===== config.mk =====
export PLATFORM = sky130hd
export DESIGN_NAME = irq_sleep_top
export DESIGN_NICKNAME = d
export VERILOG_FILES = /design/src/hw/irq_pkg.sv /design/src/hw/irq_arbiter.sv /design/src/hw/irq_pending_reg.sv /design/src/hw/irq_sleep_top.sv /design/src/hw/sleep_fsm.sv /design/src/hw/sleep_timer.sv
export VERILOG_INCLUDE_DIRS = /design/src /design/src/hw
export SDC_FILE = /design/constraint.sdc
export NUM_CORES = 1
export LEC_CHECK = 0
export BUFFER_PORTS_ARGS = -buffer_cell sky130_fd_sc_hd__buf_2
export CAP_MARGIN = 20
export CORE_MARGIN = 5
export CORE_UTILIZATION = 36
export CTS_BUF_LIST = sky130_fd_sc_hd__clkbuf_2 sky130_fd_sc_hd__clkbuf_4 sky130_fd_sc_hd__clkbuf_8
export DETAILED_ROUTE_END_ITERATION = 8
export PLACE_DENSITY = 0.8
export SETUP_SLACK_MARGIN = 0.05
export SLEW_MARGIN = 0
export SYNTH_ARGS = -nofsm -noshare
export SYNTH_HDL_FRONTEND = slang
export SYNTH_SLANG_ARGS = --single-unit

===== constraint.sdc =====
create_clock -name clk_i -period 1.95 [get_ports clk_i]
set_clock_uncertainty 0.2 [all_clocks]
set_input_delay 0.195 -clock clk_i [delete_from_list [all_inputs] [get_ports clk_i]]
set_output_delay 0.195 -clock clk_i [all_outputs]
set_load 0.005 [all_outputs]

===== src/hw/irq_params.svh =====
// Shared constants for the interrupt and sleep controller, included by RTL and testbench
`ifndef IRQ_PARAMS_SVH
`define IRQ_PARAMS_SVH

// ------------------------------
// Interrupt lines
// ------------------------------
// One bit per line of the core interrupt input
`define IRQ_NUM 32
// Real interrupts: 31..16 platform, 11 external, 7 timer, 3 software
`define IRQ_VALID_MASK 32'hffff_0888
// Enough bits to name any of the 32 lines
`define IRQ_ID_W 5

// ------------------------------
// Sleep sequencing
// ------------------------------
// Consecutive drained cycles before the core may sleep
`define SLEEP_LATENCY 2
`define SLEEP_CNT_W 2
// Fetch buffer outstanding transaction count
`define OUTSTANDING_W 2

`endif


===== src/hw/irq_pkg.sv =====
// Types shared by the interrupt and sleep controller blocks, imported where used
`default_nettype none

`include "irq_params.svh"

package irq_pkg;

  // ------------------------------
  // Vector and count types
  // ------------------------------
  // Raw lines, pending, enable and pending-enabled vectors
  typedef logic [`IRQ_NUM-1:0] irq_vec_t;
  // Number of one interrupt line
  typedef logic [`IRQ_ID_W-1:0] irq_id_t;
  // Drained-cycle counter
  typedef logic [`SLEEP_CNT_W-1:0] sleep_cnt_t;
  // Outstanding instruction fetches
  typedef logic [`OUTSTANDING_W-1:0] outstanding_t;

  // ------------------------------
  // Enums
  // ------------------------------
  // Privilege encodings as in the mstatus MPP field
  typedef enum logic [1:0] {
    PRIV_U = 2'b00,
    PRIV_M = 2'b11
  } priv_lvl_e;

  // Wait-for-interrupt sequencer states
  typedef enum logic [1:0] {
    ST_RUN   = 2'b00,
    ST_DRAIN = 2'b01,
    ST_SLEEP = 2'b10
  } sleep_state_e;

endpackage

`default_nettype wire


===== src/hw/irq_arbiter.sv =====
// Fixed-priority interrupt arbiter issuing a one-cycle acknowledge with the winner id
`timescale 1ns/1ps
`default_nettype none

`include "irq_params.svh"

module irq_arbiter (
  input  wire logic               clk_i,
  input  wire logic               rst_ni,
  // Pending and enabled interrupts
  input  wire irq_pkg::irq_vec_t  pend_en_i,
  // Current privilege level of the core
  input  wire irq_pkg::priv_lvl_e priv_lvl_i,
  // Global machine interrupt enable
  input  wire logic               mstatus_mie_i,
  output logic                    irq_ack_o,
  output irq_pkg::irq_id_t        irq_id_o
);

  import irq_pkg::*;

  localparam irq_vec_t valid_mask = `IRQ_VALID_MASK;

  irq_id_t win_id;
  logic    win_valid;
  logic    any_pend;
  logic    permit;

  // ------------------------------
  // Winner selection
  // ------------------------------
  // Lowest priority is written first so later matches override
  // Order high to low: 31..16, 11, 3, 7
  always_comb begin
    win_id    = '0;
    win_valid = 1'b0;
    if (pend_en_i[7]) begin
      win_id    = irq_id_t'(7);
      win_valid = 1'b1;
    end
    if (pend_en_i[3]) begin
      win_id    = irq_id_t'(3);
      win_valid = 1'b1;
    end
    if (pend_en_i[11]) begin
      win_id    = irq_id_t'(11);
      win_valid = 1'b1;
    end
    for (int i = 16; i < `IRQ_NUM; i++) begin
      if (pend_en_i[i]) begin
        win_id    = irq_id_t'(i);
        win_valid = 1'b1;
      end
    end
  end

  // ------------------------------
  // Permission rule
  // ------------------------------
  assign any_pend = |pend_en_i;

  // M-mode needs the global enable, U-mode takes any enabled interrupt
  assign permit = ((priv_lvl_i == PRIV_M) && mstatus_mie_i) ||
                  ((priv_lvl_i == PRIV_U) && any_pend);

  // Ack pulse register, id holds between acknowledges
  // Low for one cycle after each ack, so a held line acks every other cycle
  always_ff @(posedge clk_i or negedge rst_ni) begin
    if (!rst_ni) begin
      irq_ack_o <= 1'b0;
      irq_id_o  <= '0;
    end else if (win_valid && permit && !irq_ack_o) begin
      irq_ack_o <= 1'b1;
      irq_id_o  <= win_id;
    end else begin
      irq_ack_o <= 1'b0;
    end
  end

  // ------------------------------
  // Checks
  // ------------------------------
  a_ack_pulse: assert property (
    @(posedge clk_i) disable iff (!rst_ni) irq_ack_o |=> !irq_ack_o
  ) else $error("irq_ack_o held for more than one cycle");

  a_ack_id_valid: assert property (
    @(posedge clk_i) disable iff (!rst_ni) irq_ack_o |-> valid_mask[irq_id_o]
  ) else $error("irq_id_o %0d is a reserved position", irq_id_o);

  // Acked line was pending and enabled when the ack was registered
  a_ack_id_enabled: assert property (
    @(posedge clk_i) disable iff (!rst_ni)
    irq_ack_o |-> |((irq_vec_t'(1) << irq_id_o) & $past(pend_en_i))
  ) else $error("irq_id_o %0d was not enabled in the previous cycle", irq_id_o);

endmodule

`default_nettype wire


===== src/hw/irq_pending_reg.sv =====
// Machine-pending register: samples the raw interrupt lines and forms pending-enabled
`timescale 1ns/1ps
`default_nettype none

`include "irq_params.svh"

module irq_pending_reg (
  input  wire logic              clk_i,
  input  wire logic              rst_ni,
  // Raw interrupt lines from the platform
  input  wire irq_pkg::irq_vec_t irq_i,
  // Machine interrupt enable CSR
  input  wire irq_pkg::irq_vec_t mie_i,
  // Machine interrupt pending CSR
  output irq_pkg::irq_vec_t      mip_o,
  // Pending and enabled, feeds arbiter and wake logic
  output irq_pkg::irq_vec_t      pend_en_o
);

  import irq_pkg::*;

  // Positions that hold a real interrupt
  localparam irq_vec_t valid_mask = `IRQ_VALID_MASK;

  // ------------------------------
  // Pending register
  // ------------------------------
  // Reserved positions never latch, whatever the raw line does
  always_ff @(posedge clk_i or negedge rst_ni) begin
    if (!rst_ni) begin
      mip_o <= '0;
    end else begin
      mip_o <= irq_i & valid_mask;
    end
  end

  // Combinational so the enable CSR acts in the same cycle
  assign pend_en_o = mip_o & mie_i;

  // ------------------------------
  // Checks
  // ------------------------------
  // Reserved positions never show in the pending register
  a_mip_reserved_zero: assert property (
    @(posedge clk_i) disable iff (!rst_ni)
    (mip_o & ~valid_mask) == '0
  ) else begin
    $error("mip_o 0x%08x has a reserved bit set", mip_o);
  end

endmodule

`default_nettype wire


===== src/hw/irq_sleep_top.sv =====
// Top level of the interrupt and sleep controller, wires pending, arbiter and sleep blocks
`timescale 1ns/1ps
`default_nettype none

module irq_sleep_top (
  input  wire logic                  clk_i,
  input  wire logic                  rst_ni,
  // Interrupt side
  input  wire irq_pkg::irq_vec_t     irq_i,
  input  wire irq_pkg::irq_vec_t     mie_i,
  input  wire irq_pkg::priv_lvl_e    priv_lvl_i,
  input  wire logic                  mstatus_mie_i,
  // Sleep side
  input  wire logic                  wfi_i,
  input  wire logic                  lsu_busy_i,
  input  wire irq_pkg::outstanding_t outstanding_i,
  input  wire logic                  debug_req_i,
  input  wire logic                  nmi_pending_i,
  // Outputs
  output logic                       core_sleep_o,
  output logic                       in_wfi_o,
  output irq_pkg::irq_vec_t          mip_o,
  output logic                       irq_ack_o,
  output irq_pkg::irq_id_t           irq_id_o
);

  import irq_pkg::*;

  // ------------------------------
  // Internal nets
  // ------------------------------
  irq_vec_t pend_en;
  logic     cnt_en;
  logic     lat_done;

  // Pending register, one cycle from lines to mip
  irq_pending_reg i_irq_pending_reg (
    .clk_i     (clk_i),
    .rst_ni    (rst_ni),
    .irq_i     (irq_i),
    .mie_i     (mie_i),
    .mip_o     (mip_o),
    .pend_en_o (pend_en)
  );

  // Arbiter, ack registered one more cycle on
  irq_arbiter i_irq_arbiter (
    .clk_i         (clk_i),
    .rst_ni        (rst_ni),
    .pend_en_i     (pend_en),
    .priv_lvl_i    (priv_lvl_i),
    .mstatus_mie_i (mstatus_mie_i),
    .irq_ack_o     (irq_ack_o),
    .irq_id_o      (irq_id_o)
  );

  // Sequencer reduces the pending-enabled vector to its own wake reason
  sleep_fsm i_sleep_fsm (
    .clk_i         (clk_i),
    .rst_ni        (rst_ni),
    .wfi_i         (wfi_i),
    .lsu_busy_i    (lsu_busy_i),
    .outstanding_i (outstanding_i),
    .debug_req_i   (debug_req_i),
    .nmi_pending_i (nmi_pending_i),
    .irq_wake_i    (pend_en),
    .lat_done_i    (lat_done),
    .cnt_en_o      (cnt_en),
    .core_sleep_o  (core_sleep_o),
    .in_wfi_o      (in_wfi_o)
  );

  // Drain latency counter
  sleep_timer i_sleep_timer (
    .clk_i      (clk_i),
    .rst_ni     (rst_ni),
    .cnt_en_i   (cnt_en),
    .lat_done_o (lat_done)
  );

endmodule

`default_nettype wire


===== src/hw/sleep_fsm.sv =====
// Wait-for-interrupt sequencer: run, drain, sleep and wake on any wake reason
`timescale 1ns/1ps
`default_nettype none

module sleep_fsm (
  input  wire logic                  clk_i,
  input  wire logic                  rst_ni,
  // Retired legal wait instruction, one strobe
  input  wire logic                  wfi_i,
  // Load-store unit still has a transfer in flight
  input  wire logic                  lsu_busy_i,
  // Fetch buffer outstanding transactions
  input  wire irq_pkg::outstanding_t outstanding_i,
  input  wire logic                  debug_req_i,
  // NMI pending and allowed
  input  wire logic                  nmi_pending_i,
  // Pending-enabled vector, any bit wakes
  input  wire irq_pkg::irq_vec_t     irq_wake_i,
  // Drain latency reached
  input  wire logic                  lat_done_i,
  output logic                       cnt_en_o,
  output logic                       core_sleep_o,
  output logic                       in_wfi_o
);

  import irq_pkg::*;

  sleep_state_e state_q;
  sleep_state_e state_d;
  logic         wake;
  logic         drained;

  // ------------------------------
  // Wake and drain conditions
  // ------------------------------
  assign wake = (|irq_wake_i) || debug_req_i || nmi_pending_i;

  // Pipeline idle and nothing asking to wake
  assign drained = (outstanding_i == '0) && !lsu_busy_i && !wake;

  // Timer counts only consecutive drained cycles while draining
  assign cnt_en_o = (state_q == ST_DRAIN) && drained;

  // ------------------------------
  // Next state
  // ------------------------------
  always_comb begin
    state_d = state_q;
    case (state_q)
      ST_RUN: begin
        if (wfi_i) begin
          state_d = ST_DRAIN;
        end
      end
      ST_DRAIN: begin
        // Wake has priority, a drained cycle already excludes it
        if (wake) begin
          state_d = ST_RUN;
        end else if (drained && lat_done_i) begin
          state_d = ST_SLEEP;
        end
      end
      ST_SLEEP: begin
        if (wake) begin
          state_d = ST_RUN;
        end
      end
      default: begin
        state_d = ST_RUN;
      end
    endcase
  end

  always_ff @(posedge clk_i or negedge rst_ni) begin
    if (!rst_ni) begin
      state_q <= ST_RUN;
    end else begin
      state_q <= state_d;
    end
  end

  // Decoded straight from the state register
  assign core_sleep_o = (state_q == ST_SLEEP);
  assign in_wfi_o     = (state_q == ST_DRAIN) || (state_q == ST_SLEEP);

  // ------------------------------
  // Checks
  // ------------------------------
  // Sleep is only ever entered from a wait in progress
  a_sleep_in_wfi: assert property (
    @(posedge clk_i) disable iff (!rst_ni) core_sleep_o |-> $past(in_wfi_o)
  ) else $error("core_sleep_o high without a preceding wait");

  a_wake_ends_sleep: assert property (
    @(posedge clk_i) disable iff (!rst_ni) (core_sleep_o && wake) |=> !core_sleep_o
  ) else $error("core_sleep_o still high one cycle after a wake reason");

endmodule

`default_nettype wire


===== src/hw/sleep_timer.sv =====
// Drain timer: counts consecutive enabled cycles and flags the sleep latency
`timescale 1ns/1ps
`default_nettype none

`include "irq_params.svh"

module sleep_timer (
  input  wire logic clk_i,
  input  wire logic rst_ni,
  // High on each drained cycle in the drain state
  input  wire logic cnt_en_i,
  // Latency reached on this cycle
  output logic      lat_done_o
);

  import irq_pkg::*;

  // Last count before sleep may begin
  localparam sleep_cnt_t lat_last = sleep_cnt_t'(`SLEEP_LATENCY - 1);

  sleep_cnt_t cnt_q;

  // ------------------------------
  // Counter
  // ------------------------------
  // Any gap in the enable restarts the count
  always_ff @(posedge clk_i or negedge rst_ni) begin
    if (!rst_ni) begin
      cnt_q <= '0;
    end else if (!cnt_en_i) begin
      cnt_q <= '0;
    end else if (!lat_done_o) begin
      cnt_q <= cnt_q + sleep_cnt_t'(1);
    end
    // Saturates at the last count, held while enabled
  end

  // First enabled cycle sees zero, so the flag rises on the SLEEP_LATENCY-th
  assign lat_done_o = (cnt_q == lat_last);

endmodule

`default_nettype wire


==> reports/metrics.csv <==
metric,value,unit
crit-path max cell delay,0.56,ns
GPL Wtd Cong,0.815,
Final WS setup,-0.228,ns
adder-cell share of the synthesized area,3.55,%
final wirelength,4170,µm
drt drc,0,
DR WL/cell,13.3,µm
DP Worst Slack,-0.247,ns
Leak,1.22,nW
Post-DRT Antenna Nets,0,
first-pass GRT wire length,6770,µm
Max Clk Rate,0.459,GHz
RSZ-0062 raised after global routing,yes,
mux cell area share after synthesis,3.37,%
core area,3720,µm²
"non-filler cells, final",315,
Crit Path Class,reg -> reg,
Starting Density,38.0,%
largest family of logic cells by synthesized area,compound AO/OA/AOI/OAI gates,
Post-Synth Simple-Gate Area,14.0,%
net count reported at finish,345,
crit-path cells,a22o_1 > or4_4 > nor3_4 > buf_6 > nor2_4 > mux2_4,
Setup crit end kind,flip-flop,
Port Buffers,75,
number of hold violations in the final report,0,
ratio of cells with drive above 1 in the final layout,47.9,%
worst-path fanout max,4,
met3 WL post-DR,468,µm
cell count after placement,282,
Initial DRC Count,42,
vias per std cell,4.75,
hold_ws,0.0179,ns
setup violators final,9,
Overall Global Routing Usage,16.5,%
Worst slew margin,57.9,%
#FFs+latches synth,29,
Avg Inst Size Synth,10.9,µm²
Met1 Wirelength,1470,µm
required time of the critical path,1.92,ns
Final Cycle Share,112,%
xor-xnor portion of the synthesized cell area,0.621,%
"most common cell after layout, fill and taps aside",buf_2,
Area growth syn-to-layout,68.4,%
initial antenna violation count,0,
register area share after synthesis,51.4,%
min cycle time layout,2.18,ns
Netlist cell types,35,
"Data arrival, critical path",2.14,ns
critical path startpoint category,flip-flop,
Fin Setup TNS,-1.40,ns
Die Height,72.6,µm
I/O pins,115,
mapped cell area,1410,µm²
Worst-Margin Slew,0.632,ns
area of the multi-input gates,633,µm²
outcome,"complete, but fails checks",
Top Metal Used,met4,
"Slowest-stage cell, CP",or4_4,
CTS tree,yes,
most frequent cells in the layout,"buf_2, buf_4, dfrtp_1",
vias in the first global route,1528,
DP Area,2030,µm²
grt ovf,0,
Hold WC Path Type,in -> reg,
Die W,72.6,µm
Worst-Skew Late Latency,0.28,ns
pin count of the biggest net entering global routing,30,
Detailed Place HPWL,3130,µm
Root Buffer,clkbuf_8,
FF/Latch Area,726,µm²
DR vias,1495,
reg2reg setup slack,-0.23,ns
violated checks,setup timing,
DIE AREA,5270,µm²
Synth Area in Compound Gates,18.8,%
final instance area,2380,µm²
Worst Setup SP,i_irq_pending_reg.mip_o[20],
Pins Over Slew Limit,0,
maximum vdd drop,0.405,mV
Clock Sinks,29,
WL met2,2210,µm
row cnt,22,
worst-case clock buffer depth,2,
Min-Delay Path Depth,3,
RR Startpoint,i_irq_pending_reg.mip_o[20],
clock-pin slew on the worst setup and hold paths,0.06,ns
total CTS buffers,5,
PwrDens,672,nW/µm²
Diodes inserted,0,
worst-case reg-to-reg path depth,6,
htree depth,2,
Ys Warns,0,
Filler cells,301,
MaxCap Viol Count,0,
hold_sp,wfi_i,
First-pass DRT Iterations,5,
Cells after Synth,129,
## Yosys cell counts
cell       instances  area, µm²
or4_4              2       22.5
nor2_4             1       11.3
a32o_1             1       10.0
conb_1             1       3.75
nor3_1             3       15.0
nand3_1            1       5.00
nand2_1           17       63.8
nand2b_1           2       12.5
nand4_1            1       6.26
o21bai_1           2       15.0
a2111oi_0          1       8.76
a222oi_1           2       20.0
a32oi_1            1       8.76
nor2_1             7       26.3
a311oi_1           1       8.76
dfrtp_1           29        726
nor3_4             1       16.3
a21oi_1            2       10.0
a31oi_1            4       25.0
o31ai_1            3       22.5
mux2_4             1       15.0
a21o_1             1       7.51
inv_1              4       15.0
ha_1               4       50.1
xor2_1             1       8.76
mux2_1             2       22.5
buf_4             13       97.6
a221o_1            1       10.0
o32ai_1            1       8.76
and2_1             2       12.5
a22o_1             8       70.1
nor4_1             1       6.26
o21ai_0            6       30.0
mux2i_1            1       10.0
a22o_2             1       10.0
## registers in the layout, summed over array words and instances, names as in the netlist
register and count:
i_irq_arbiter.irq_ack_o 1, i_irq_arbiter.irq_id_o 5, i_irq_pending_reg.mip_o 19, i_sleep_fsm.state_q 2
i_sleep_timer.cnt_q 2
## worst paths after layout
check	to
max reg2reg	i_irq_arbiter.irq_id_o[2]
min reg2reg	i_irq_arbiter.irq_id_o[1]
min in group asynchronous	i_irq_pending_reg.mip_o[7]
max in group asynchronous	i_irq_pending_reg.mip_o[20]
max	i_irq_arbiter.irq_id_o[2]
min	i_sleep_fsm.state_q[0]
## worst max-delay path: cells and delay by family, from the launching register on
kind	cells	cell delay [ns]
AO/OA/AOI/OAI	1	0.24
buffers and inverters	1	0.13
flip-flops	1	0.38
multiplexers	1	0.30
AND/OR/NAND/NOR	3	0.81
## per-stage QoR
stage          utilization (%)  total power [mW]
4_1_cts                   63.5              1.60
5_1_grt                   64.0              1.69
3_3_place_gp              54.5              1.06
6_report                  64.0              1.60
2_1_floorplan                -             0.884
3_5_place_dp              54.5              1.08
## logic make-up after synthesis
| logic type | count (synthesis) |
|---|---|
| AOI/OAI and AO/OA | 35 |
| xor gates and xnor gates | 1 |
| adders and majority gates | 4 |
| buffers and inverters | 17 |
| DFF | 29 |
| muxes | 4 |
| other | 1 |
| and+or+nand+nor | 38 |
## power by group
group	switching, mW	total (mW)	internal (mW)
sequential	0.0388	0.695	0.656
clock	0.230	0.475	0.245
combinational	0.187	0.427	0.240
total	0.455	1.60	1.14
## layout make-up
class | instances | share of cell area [%]
flip-flops and latches | 29 | 30.5
inverters | 4 | 0.632
repair buffers | 131 | 36.1
multi-input cells | 95 | 26.6
clock buffers | 5 | 2.89
well taps | 48 | 2.53
clock inverters | 3 | 0.737
## layer usage
metal,GRT usage (%),vias up
met3,6.47,3
met5,0,-
met2,30.8,73
met4,4.30,0
li1,-,725
met1,17.1,694
## repair_timing
action	CTS	global route
pin swaps	3	2
hold endpoints to repair	48	0
gates cloned	0	0
setup buffers	4	2
setup endpoints to repair	9	9
hold buffers	20	0
resized for setup	4	3
Power figures use the tool's default switching activity.
